--- src/source/mem_pkg.sv ---
`default_nettype none

package mem_pkg;

    // exception code field width
    localparam int ECODE_W = 6;

    // load kind carried from decode
    typedef enum logic [2:0] {
        ld_none = 3'd0,
        ld_b    = 3'd1,
        ld_bu   = 3'd2,
        ld_h    = 3'd3,
        ld_hu   = 3'd4,
        ld_w    = 3'd5
    } ld_op_e;

    // where the writeback value comes from
    typedef enum logic [2:0] {
        src_alu    = 3'd0,
        src_mem    = 3'd1,
        src_mul_lo = 3'd2,
        src_mul_hi = 3'd3,
        src_div    = 3'd4
    } res_src_e;

endpackage

`default_nettype wire

--- src/source/mem_pipe_reg.sv ---
`timescale 1ns/1ps
`default_nettype none

module mem_pipe_reg (
    input  wire                         clk,
    input  wire                         resetn,
    input  wire                         ex_valid,
    input  wire                         ex_rf_we,
    input  wire  [4:0]                  ex_rf_waddr,
    input  wire  [31:0]                 ex_pc,
    input  wire  [31:0]                 ex_alu_result,
    input  wire  [31:0]                 ex_div_result,
    input  wire  mem_pkg::ld_op_e       ex_ld_op,
    input  wire  mem_pkg::res_src_e     ex_res_src,
    input  wire                         ex_has_ex,
    input  wire                         ex_ertn,
    input  wire  [mem_pkg::ECODE_W-1:0] ex_ecode,
    input  wire                         wb_allowin,
    input  wire                         mem_flush,
    output wire                         mem_allowin,
    output logic                        mem_valid,
    output logic                        ms_rf_we,
    output logic [4:0]                  ms_rf_waddr,
    output logic [31:0]                 ms_pc,
    output logic [31:0]                 ms_alu_result,
    output logic [31:0]                 ms_div_result,
    output mem_pkg::ld_op_e             ms_ld_op,
    output mem_pkg::res_src_e           ms_res_src,
    output logic                        ms_has_ex,
    output logic                        ms_ertn,
    output logic [mem_pkg::ECODE_W-1:0] ms_ecode
);

    logic accept;

    // one-cycle stage, so no ready-go term
    assign mem_allowin = ~mem_valid | wb_allowin | mem_flush;
    assign accept      = ex_valid & mem_allowin;

    always_ff @(posedge clk) begin
        if (!resetn) begin
            mem_valid <= 1'b0;
        end else if (mem_allowin) begin
            mem_valid <= ex_valid; // flush drops the held item here
        end
    end

    always_ff @(posedge clk) begin
        if (accept) begin
            ms_rf_we      <= ex_rf_we;
            ms_rf_waddr   <= ex_rf_waddr;
            ms_pc         <= ex_pc;
            ms_alu_result <= ex_alu_result;
            ms_div_result <= ex_div_result;
            ms_ld_op      <= ex_ld_op;
            ms_res_src    <= ex_res_src;
            ms_has_ex     <= ex_has_ex;
            ms_ertn       <= ex_ertn;
            ms_ecode      <= ex_ecode;
        end
    end

endmodule

`default_nettype wire

--- src/source/load_extract.sv ---
`timescale 1ns/1ps
`default_nettype none

module load_extract (
    input  wire  [31:0]           data_sram_rdata,
    input  wire  [1:0]            byte_offset,
    input  wire  mem_pkg::ld_op_e ld_op,
    output logic [31:0]           load_data
);

    import mem_pkg::*;

    logic [31:0] shifted;

    // bring the addressed byte or half down to lane 0
    assign shifted = data_sram_rdata >> {byte_offset, 3'b000};

    always_comb begin
        case (ld_op)
            ld_b: begin
                load_data = {{24{shifted[7]}}, shifted[7:0]};
            end
            ld_bu: begin
                load_data = {24'b0, shifted[7:0]};
            end
            ld_h: begin
                load_data = {{16{shifted[15]}}, shifted[15:0]};
            end
            ld_hu: begin
                load_data = {16'b0, shifted[15:0]};
            end
            default: begin
                load_data = shifted; // ld_w, offset is zero when aligned
            end
        endcase
    end

endmodule

`default_nettype wire

--- src/source/mul_finish.sv ---
`timescale 1ns/1ps
`default_nettype none

module mul_finish (
    input  wire  [63:0] mul_sum,
    input  wire  [63:0] mul_carry,
    input  wire         mul_high,
    output logic [31:0] mul_word
);

    logic [63:0] product;

    // final carry-propagate add of the tree output
    assign product = mul_sum + mul_carry;

    always_comb begin
        if (mul_high) begin
            mul_word = product[63:32];
        end else begin
            mul_word = product[31:0];
        end
    end

endmodule

`default_nettype wire

--- src/source/wb_select.sv ---
`timescale 1ns/1ps
`default_nettype none

module wb_select (
    input  wire                         mem_valid,
    input  wire                         mem_flush,
    input  wire  mem_pkg::res_src_e     res_src,
    input  wire  [31:0]                 alu_result,
    input  wire  [31:0]                 div_result,
    input  wire  [31:0]                 load_data,
    input  wire  [31:0]                 mul_word,
    input  wire                         rf_we,
    input  wire  [4:0]                  rf_waddr,
    input  wire  [31:0]                 pc,
    input  wire                         has_ex,
    input  wire                         ertn,
    input  wire  [mem_pkg::ECODE_W-1:0] ecode,
    output wire                         wb_valid,
    output wire                         wb_rf_we,
    output wire  [4:0]                  wb_rf_waddr,
    output logic [31:0]                 wb_rf_wdata,
    output wire  [31:0]                 wb_pc,
    output wire                         wb_has_ex,
    output wire                         wb_ertn,
    output wire  [mem_pkg::ECODE_W-1:0] wb_ecode,
    output wire                         fwd_rf_we,
    output wire  [4:0]                  fwd_rf_waddr,
    output wire  [31:0]                 fwd_rf_wdata,
    output wire                         ms_to_es_ex
);

    import mem_pkg::*;

    always_comb begin
        case (res_src)
            src_mem:    wb_rf_wdata = load_data;
            src_mul_lo: wb_rf_wdata = mul_word;
            src_mul_hi: wb_rf_wdata = mul_word; // word already picked
            src_div:    wb_rf_wdata = div_result;
            default:    wb_rf_wdata = alu_result;
        endcase
    end

    assign wb_valid    = mem_valid & ~mem_flush;
    assign wb_rf_we    = rf_we;
    assign wb_rf_waddr = rf_waddr;
    assign wb_pc       = pc;
    assign wb_has_ex   = has_ex;
    assign wb_ertn     = ertn;
    assign wb_ecode    = ecode;

    // forwarding path back to decode
    assign fwd_rf_we    = rf_we & mem_valid;
    assign fwd_rf_waddr = rf_waddr;
    assign fwd_rf_wdata = wb_rf_wdata;

    assign ms_to_es_ex = (has_ex | ertn) & mem_valid; // blocks younger side effects

endmodule

`default_nettype wire

--- src/source/mem_stage.sv ---
`timescale 1ns/1ps
`default_nettype none

module mem_stage (
    input  wire                         clk,
    input  wire                         resetn,
    input  wire                         ex_valid,
    input  wire                         ex_rf_we,
    input  wire  [4:0]                  ex_rf_waddr,
    input  wire  [31:0]                 ex_pc,
    input  wire  [31:0]                 ex_alu_result,
    input  wire  [31:0]                 ex_div_result,
    input  wire  mem_pkg::ld_op_e       ex_ld_op,
    input  wire  mem_pkg::res_src_e     ex_res_src,
    input  wire                         ex_has_ex,
    input  wire                         ex_ertn,
    input  wire  [mem_pkg::ECODE_W-1:0] ex_ecode,
    output wire                         mem_allowin,
    input  wire  [31:0]                 data_sram_rdata,
    input  wire  [63:0]                 mul_sum,
    input  wire  [63:0]                 mul_carry,
    input  wire                         wb_allowin,
    input  wire                         mem_flush,
    output wire                         wb_valid,
    output wire                         wb_rf_we,
    output wire  [4:0]                  wb_rf_waddr,
    output wire  [31:0]                 wb_rf_wdata,
    output wire  [31:0]                 wb_pc,
    output wire                         wb_has_ex,
    output wire                         wb_ertn,
    output wire  [mem_pkg::ECODE_W-1:0] wb_ecode,
    output wire                         fwd_rf_we,
    output wire  [4:0]                  fwd_rf_waddr,
    output wire  [31:0]                 fwd_rf_wdata,
    output wire                         ms_to_es_ex
);

    import mem_pkg::*;

    logic                mem_valid;
    logic                ms_rf_we;
    logic [4:0]          ms_rf_waddr;
    logic [31:0]         ms_pc;
    logic [31:0]         ms_alu_result;
    logic [31:0]         ms_div_result;
    ld_op_e              ms_ld_op;
    res_src_e            ms_res_src;
    logic                ms_has_ex;
    logic                ms_ertn;
    logic [ECODE_W-1:0]  ms_ecode;
    logic [31:0]         load_data;
    logic [31:0]         mul_word;
    logic                mul_high;

    assign mul_high = (ms_res_src == src_mul_hi);

    mem_pipe_reg u_pipe_reg (
        .clk           (clk),
        .resetn        (resetn),
        .ex_valid      (ex_valid),
        .ex_rf_we      (ex_rf_we),
        .ex_rf_waddr   (ex_rf_waddr),
        .ex_pc         (ex_pc),
        .ex_alu_result (ex_alu_result),
        .ex_div_result (ex_div_result),
        .ex_ld_op      (ex_ld_op),
        .ex_res_src    (ex_res_src),
        .ex_has_ex     (ex_has_ex),
        .ex_ertn       (ex_ertn),
        .ex_ecode      (ex_ecode),
        .wb_allowin    (wb_allowin),
        .mem_flush     (mem_flush),
        .mem_allowin   (mem_allowin),
        .mem_valid     (mem_valid),
        .ms_rf_we      (ms_rf_we),
        .ms_rf_waddr   (ms_rf_waddr),
        .ms_pc         (ms_pc),
        .ms_alu_result (ms_alu_result),
        .ms_div_result (ms_div_result),
        .ms_ld_op      (ms_ld_op),
        .ms_res_src    (ms_res_src),
        .ms_has_ex     (ms_has_ex),
        .ms_ertn       (ms_ertn),
        .ms_ecode      (ms_ecode)
    );

    load_extract u_load_extract (
        .data_sram_rdata (data_sram_rdata),
        .byte_offset     (ms_alu_result[1:0]), // low address bits of the access
        .ld_op           (ms_ld_op),
        .load_data       (load_data)
    );

    mul_finish u_mul_finish (
        .mul_sum   (mul_sum),
        .mul_carry (mul_carry),
        .mul_high  (mul_high),
        .mul_word  (mul_word)
    );

    wb_select u_wb_select (
        .mem_valid    (mem_valid),
        .mem_flush    (mem_flush),
        .res_src      (ms_res_src),
        .alu_result   (ms_alu_result),
        .div_result   (ms_div_result),
        .load_data    (load_data),
        .mul_word     (mul_word),
        .rf_we        (ms_rf_we),
        .rf_waddr     (ms_rf_waddr),
        .pc           (ms_pc),
        .has_ex       (ms_has_ex),
        .ertn         (ms_ertn),
        .ecode        (ms_ecode),
        .wb_valid     (wb_valid),
        .wb_rf_we     (wb_rf_we),
        .wb_rf_waddr  (wb_rf_waddr),
        .wb_rf_wdata  (wb_rf_wdata),
        .wb_pc        (wb_pc),
        .wb_has_ex    (wb_has_ex),
        .wb_ertn      (wb_ertn),
        .wb_ecode     (wb_ecode),
        .fwd_rf_we    (fwd_rf_we),
        .fwd_rf_waddr (fwd_rf_waddr),
        .fwd_rf_wdata (fwd_rf_wdata),
        .ms_to_es_ex  (ms_to_es_ex)
    );

endmodule

`default_nettype wire

--- config.mk ---
export PLATFORM = sky130hd
export DESIGN_NAME = mem_stage
export DESIGN_NICKNAME = d
export VERILOG_FILES = /design/src/source/mem_pkg.sv /design/src/source/mem_pipe_reg.sv /design/src/source/load_extract.sv /design/src/source/mul_finish.sv /design/src/source/wb_select.sv /design/src/source/mem_stage.sv
export SDC_FILE = /design/constraint.sdc
export NUM_CORES = 1
export LEC_CHECK = 0
export BUFFER_PORTS_ARGS = -buffer_cell sky130_fd_sc_hd__buf_2
export CORE_AREA = 2 2 155 157
export CTS_CLUSTER_SIZE = 8
export DETAILED_ROUTE_END_ITERATION = 10
export DIE_AREA = 0 0 157 159
export PLACE_DENSITY_LB_ADDON = 0.25
export REMOVE_ABC_BUFFERS = 1
export SLEW_MARGIN = 0
export SYNTH_ARGS = -nofsm -noshare
export SYNTH_HDL_FRONTEND = slang
export SYNTH_SLANG_ARGS = --single-unit
--- constraint.sdc ---
create_clock -name clk -period 8.1 [get_ports clk]
set_input_delay 1.62 -clock clk [delete_from_list [all_inputs] [get_ports clk]]
set_output_delay 1.62 -clock clk [all_outputs]
set_load 0.01 [all_outputs]
* Word-level counts from Yosys, hierarchy flattened
Index checks and enable logic that the tools add are counted.
W data, S select, Z words.
** Storage, ports and cells
- Word-level logic and storage cells :: 34
- Memories kept :: 0
- Register bits :: 117
- ROM bits :: 0
- Bits in latches :: 0
- Bits of input ports :: 281
- RAM bits :: 0
** Operators by class
- Divide/modulo/power cells :: 0
- $lt $le $gt $ge :: 0
- Multiply operators :: 0
- Bitwise logic cells :: 9
- $add $sub $neg :: 1
- Shift operators :: 1
- Reductions and logical operators :: 1
- Equal/unequal tests :: 8
- Muxes and demuxes :: 3
** Operators with widths (number)
- $pmux W32 S4 :: 1
- $pmux W32 S3 :: 1
- $add A64 B64 Y64 :: 1
- $mux W32 :: 1
- $shr A32 B5 Y32 :: 1
- $eq A3 B2 Y1 const B :: 4
- $eq A3 B1 Y1 const B :: 2
- $eq A3 B3 Y1 const B :: 2
- $and A1 B1 Y1 :: 4
- $or A1 B1 Y1 :: 3
- $not A1 Y1 :: 2
- $reduce_or A2 Y1 :: 1

* Longest topological paths before layout
- Depth in word-level cells :: 4
- Gate-level depth with buffers :: 13
- Depth with buffers taken out :: 12

* Hierarchy
A second synthesis with hierarchy kept.
** Unflattened totals
- Cells, all modules :: 1101
- Area, all modules :: 10470.0 µm²
** By module, submodules not included
- mul_finish :: sequential area each 0.0 µm², cells each 663, area each 4466.8 µm², times used 1
- mem_pipe_reg :: sequential area each 3503.4 µm², cells each 121, area each 3533.4 µm², times used 1
- wb_select :: sequential area each 0.0 µm², cells each 206, area each 1694.1 µm², times used 1
- load_extract :: sequential area each 0.0 µm², cells each 110, area each 767.0 µm², times used 1
- mem_stage :: sequential area each 0.0 µm², cells each 1, area each 8.8 µm², times used 1

* Worst setup path after synthesis
OpenSTA, ideal clock, no wires.
- Kind :: input -> register
- From :: input mem_flush
- To :: register u_pipe_reg.ms_alu_result[0] (enable)
- Stages on the path :: 3
- Required time :: 7494 ps
- Setup time :: 606 ps
- Arrival time :: 6987 ps
- Path slack :: 506 ps
- Path buffers :: 0
- Path through :: nor2b_1 > nor2b_1 > nor2b_1
** Between the ends
- Word-level cells in the longest chain between the ends :: 2
** RTL lines
- from (decl) :: line mem_stage.sv:23 : input wire mem_flush,
- $or A1 B1 Y1 :: line mem_pipe_reg.sv:37 : assign mem_allowin = ~mem_valid | wb_allowin | mem_flush;
- $and A1 B1 Y1 :: line mem_pipe_reg.sv:38 : assign accept = ex_valid & mem_allowin;
- via u_pipe_reg.accept :: line mem_pipe_reg.sv:34 : logic accept;
- to (signal assigned) :: line mem_pipe_reg.sv:53 : ms_alu_result <= ex_alu_result;
- to (decl) :: line mem_pipe_reg.sv:25 : output logic [31:0] ms_alu_result,
The timed path passes the listed nets, and every way through them passes these cells.
A chain may end at the register's enable or synchronous reset.

* Worst setup path in the final report
- From :: input mul_carry[0]
- To :: output wb_rf_wdata[26]
** Between the ends
- Word-level cells in the longest chain between the ends :: 3
** RTL lines
- from (decl) :: line mem_stage.sv:21 : input wire [63:0] mul_carry,
- $add A64 B64 Y64 :: line mul_finish.sv:14 : assign product = mul_sum + mul_carry;
- $mux W32 :: line mul_finish.sv:17 : if (mul_high) begin
- $pmux W32 S3 :: line wb_select.sv:35 : case (res_src)
- to (decl) :: line mem_stage.sv:27 : output wire [31:0] wb_rf_wdata,
No other way between the ends.

==> summary.md <==
| Metric | Value |
|---|---|
| Endpoints failing hold | 0 |
| Ranking of synthesized cells by area | edfxtp_1 36%, ha_1 8.2%, a21oi_1 5.8%, nand2_1 4.0%, o21ai_0 3.0% |
| Largest net degree at the start of global routing | 69 |
| R2r endpoint | u_pipe_reg.ms_alu_result[17] |
| Post-cts repair resize count | 0 |
| Sequential share of the synthesized area | around 37% |
| Reg2Reg Setup Slack | 6190 ps |
| Initial Util | 41.3% |
| Die Wd | 157 um |
| Switching Fraction | 35.5% |
| Max Root-Sink Buffers | 2 |
| Routed Wire Length | 38.0 mm |
| Number of global-route vias before repair | 9710 |
| Tot GR Track Use | 29.6% |
| Clock sink count | between 100 and 150 |
| Iteration-0 DRC Markers | 841 |
| Peak Freq | 154 MHz |
| Layout cells sized above 1 | 33.6% |
| Die ar. | between 0.02 and 0.025 mm2 |
| Post-layout nets | 1726 |
| Worst Setup End Kind | output pin |
| Sequential share of power | 32.8% |
| Min-Delay Path Class | reg2reg |
| GPL Wtd Cong | 1.00 |
| Kind of start point of the critical path | primary input |
| Wire per inst | between 20 and 25 um |
| Critical path's slowest cell | a2111oi_2 |
| Number of remaining DRC errors | 0 |
| Vias per cell | 5.79 |
| H-tree level count | 4 |
| IR drop worst, VDD | 0.000187 V |
| #FFs+latches synth | 117 |
| Fin crit share | 80.1% |
| Total core area | ~0.023 mm2 |
| Largest fanout on the critical path | 4 |
| Die height | ~160 um |
| CP cell instances | buf_2 > ha_1 > inv_1 > fa_1 > nor2b_1 > o2111ai_1 > a21oi_1 > o21ai_2 > a2111oi_2 > o21ai_1 > a21oi_1 > o31ai_1 > a211oi_1 > buf_2 |
| Fin Setup TNS | 0 ps |
| Cells after synthesis | 1044 |
| Post-route ant nets | 0 |
| Met2 Use GR | 51.7% |
| Clock slew at reported path FFs | 60 ps |
| Largest area contributor in the netlist | edfxtp_1 |
| Count of final setup violators | 0 |
| Critical Path End | wb_rf_wdata[26] |
| Worst-Skew Late Latency | approximately 420 ps |
| Clock Root Buffer | clkbuf_16 |
| R2R cell count | 4 |
| Logic pwr share | 32.8% |
| Area grow syn2layout | 27.1% |
| Post-CTS Setup Repair Bufs | 0 |
| Clock power share | about a third |
| Yosys cell types | 81 |
| TritonCTS clock tree | yes |
| Worst slew pin tran | ~970 ps |
| Most common cell after layout, fill and taps aside | buf_2 |
| Slew HR | 35.1% |
| RSZ-0062 raised after global routing | no |
| Pins Over Slew Limit | 0 |
| First-pass GRT wire length | 56.0 mm |
| Commonest cells after routing, fill and taps aside | 399 x buf_2, 116 x edfxtp_1, 111 x a21oi_1 |
| Hold-fix buffers at CTS | 0 |
| IO Port Bufs | around 400 |
| Pwr Total | 2.21 mW |
| Worst Path Arrival | 4870 ps |
| Min Clock Period, post-route | 6490 ps |
| Delay of the slowest cell on the worst path | between 400 and 500 ps |
| Top Ports | 400 |
| Max-cap violations | 0 |
| Synth top area share | between 30% and 40% |
| Final hold slack | 876 ps |
| Reg-to-Reg Start | u_pipe_reg.mem_valid |
| CTS Buf Count | 17 |
| Req. time, crit path | approximately 6500 ps |
| Switching Power | 0.785 mW |
| Crit path kind | in2out |
| 1st-pass router iterations | 6 |
| Gr ovfl total | 0 |
| Asr flop ratio synth | 0% |
| Top_reg_cell synth | edfxtp_1 |
| Syn_area_per_cell | 9.18 um2 |
| Status | completed |
| Grt met1 use | 36.5% |
| Antenna violations before repair | 2 |
| Skew final | 4.97 ps |
| Row count | 56 |
| Dpl hpwl | 31.2 mm |
| Gr busiest metal | met2 |
| EDFF count, synth | 116 |
| Vias | between 9000 and 10000 |
| Power per cell area | 181 mW/mm2 |
| Leakage power | 5.29 nW |
| Post-Syn Area | 0.00958 mm2 |
| Global Route met3 Usage | a little over 5% |
| Synth warn | 0 |
| Internal cell power | 1.42 mW |
| Crit. Startpoint | mul_carry[0] |
| Final core utilization | 52.5% |
## critical path: cells and delay by family
kind            cells  cell delay (ps)
buf+inv             3              370
simple gates        1              170
fa+ha+maj           2              580
compound gates      8             2130
## state kept, by name, indices dropped and copies added (netlist names)
name	cells
u_pipe_reg.ms_rf_waddr	5
u_pipe_reg.ms_pc	32
u_pipe_reg.ms_res_src	3
u_pipe_reg.ms_div_result	32
u_pipe_reg.ms_ld_op	3
u_pipe_reg.ms_ertn	1
u_pipe_reg.ms_ecode	6
u_pipe_reg.mem_valid	1
u_pipe_reg.ms_has_ex	1
u_pipe_reg.ms_alu_result	32
u_pipe_reg.ms_rf_we	1
## area by class of cell
type                            count  area, um2
Clock buffer                       17        425
Clock inverter                     15        181
Antenna cell                        2       5.00
Inverter                           25       93.8
Fill cell                        2206      11000
Tap cell                          319        399
Sequential cell                   117       3500
Multi-Input combinational cell    810       5500
Timing Repair Buffer              410       2080
## power groups by stage
stage	Sequential, mW	Combinational (mW)	Clock, mW
detailed placement	0.738	0.707	0
floorplan	0.751	0.393	0
finish	0.725	0.724	0.760
global route	0.729	0.776	0.792
CTS	0.725	0.712	0.771
global placement	0.737	0.707	0
## cells in the mapped netlist, types with 3 or more instances
master / n
nand3_1: 15
and2_1: 6
nand2_1: 102
o21bai_1: 14
nor2b_1: 15
or3_1: 7
and3_1: 8
buf_2: 5
o21a_1: 16
clkbuf_1: 45
a221oi_1: 11
nand4_1: 24
xor2_1: 25
a32oi_1: 4
buf_4: 37
mux2i_1: 17
a21oi_1: 111
o2111ai_1: 5
nor2_1: 59
a21o_1: 30
a222oi_1: 8
buf_1: 4
o31ai_1: 6
xnor2_1: 28
edfxtp_1: 116
nand2b_1: 5
nor4_1: 8
o22ai_1: 7
mux2_2: 7
a22oi_1: 5
o21ai_1: 15
a31oi_1: 13
o21ai_0: 58
a32o_1: 3
nor3_1: 14
a21oi_2: 3
inv_1: 25
ha_1: 63
a211oi_1: 9
a211o_1: 4
o221ai_1: 14
a21boi_0: 8
o211ai_1: 11
## layer usage
layer  part of all wire [%]  vias to the layer above
met3                    7.9                       58
met1                     39                     4650
met2                     50                      557
met4                    2.8                        0
met5                      0                        -
li1                       -                     4667
## how the worst min path moves through the flow
stage,startpoint,end,slack (ps),cells after the start
2_1_floorplan,u_pipe_reg.mem_valid,u_pipe_reg.mem_valid,800,3
3_3_place_gp,u_pipe_reg.mem_valid,u_pipe_reg.mem_valid,810,3
3_5_place_dp,u_pipe_reg.mem_valid,u_pipe_reg.mem_valid,860,3
4_1_cts,u_pipe_reg.mem_valid,u_pipe_reg.mem_valid,870,3
5_1_grt,u_pipe_reg.mem_valid,u_pipe_reg.mem_valid,910,3
6_report,u_pipe_reg.mem_valid,u_pipe_reg.mem_valid,880,3
## logic make-up after synthesis
family / Yosys count / share of synthesized area, %
fa+ha+maj: 64 / 8.43
xor+xnor: 53 / 4.84
flops: 117 / 36.6
compound gates: 385 / 27.0
mux: 25 / 2.72
buf+inv: 117 / 6.18
simple gates: 283 / 14.3
## metrics by stage
step	setup slack (ps)	instances	cell area (um2)
3_3_place_gp	1760	1681	11600
2_1_floorplan	506	952	9080
6_report	1610	1715	12200
3_5_place_dp	1740	1681	11600
5_1_grt	1410	1714	12200
4_1_cts	1720	1713	12200
No activity file was read; power rests on OpenSTA's default activity.
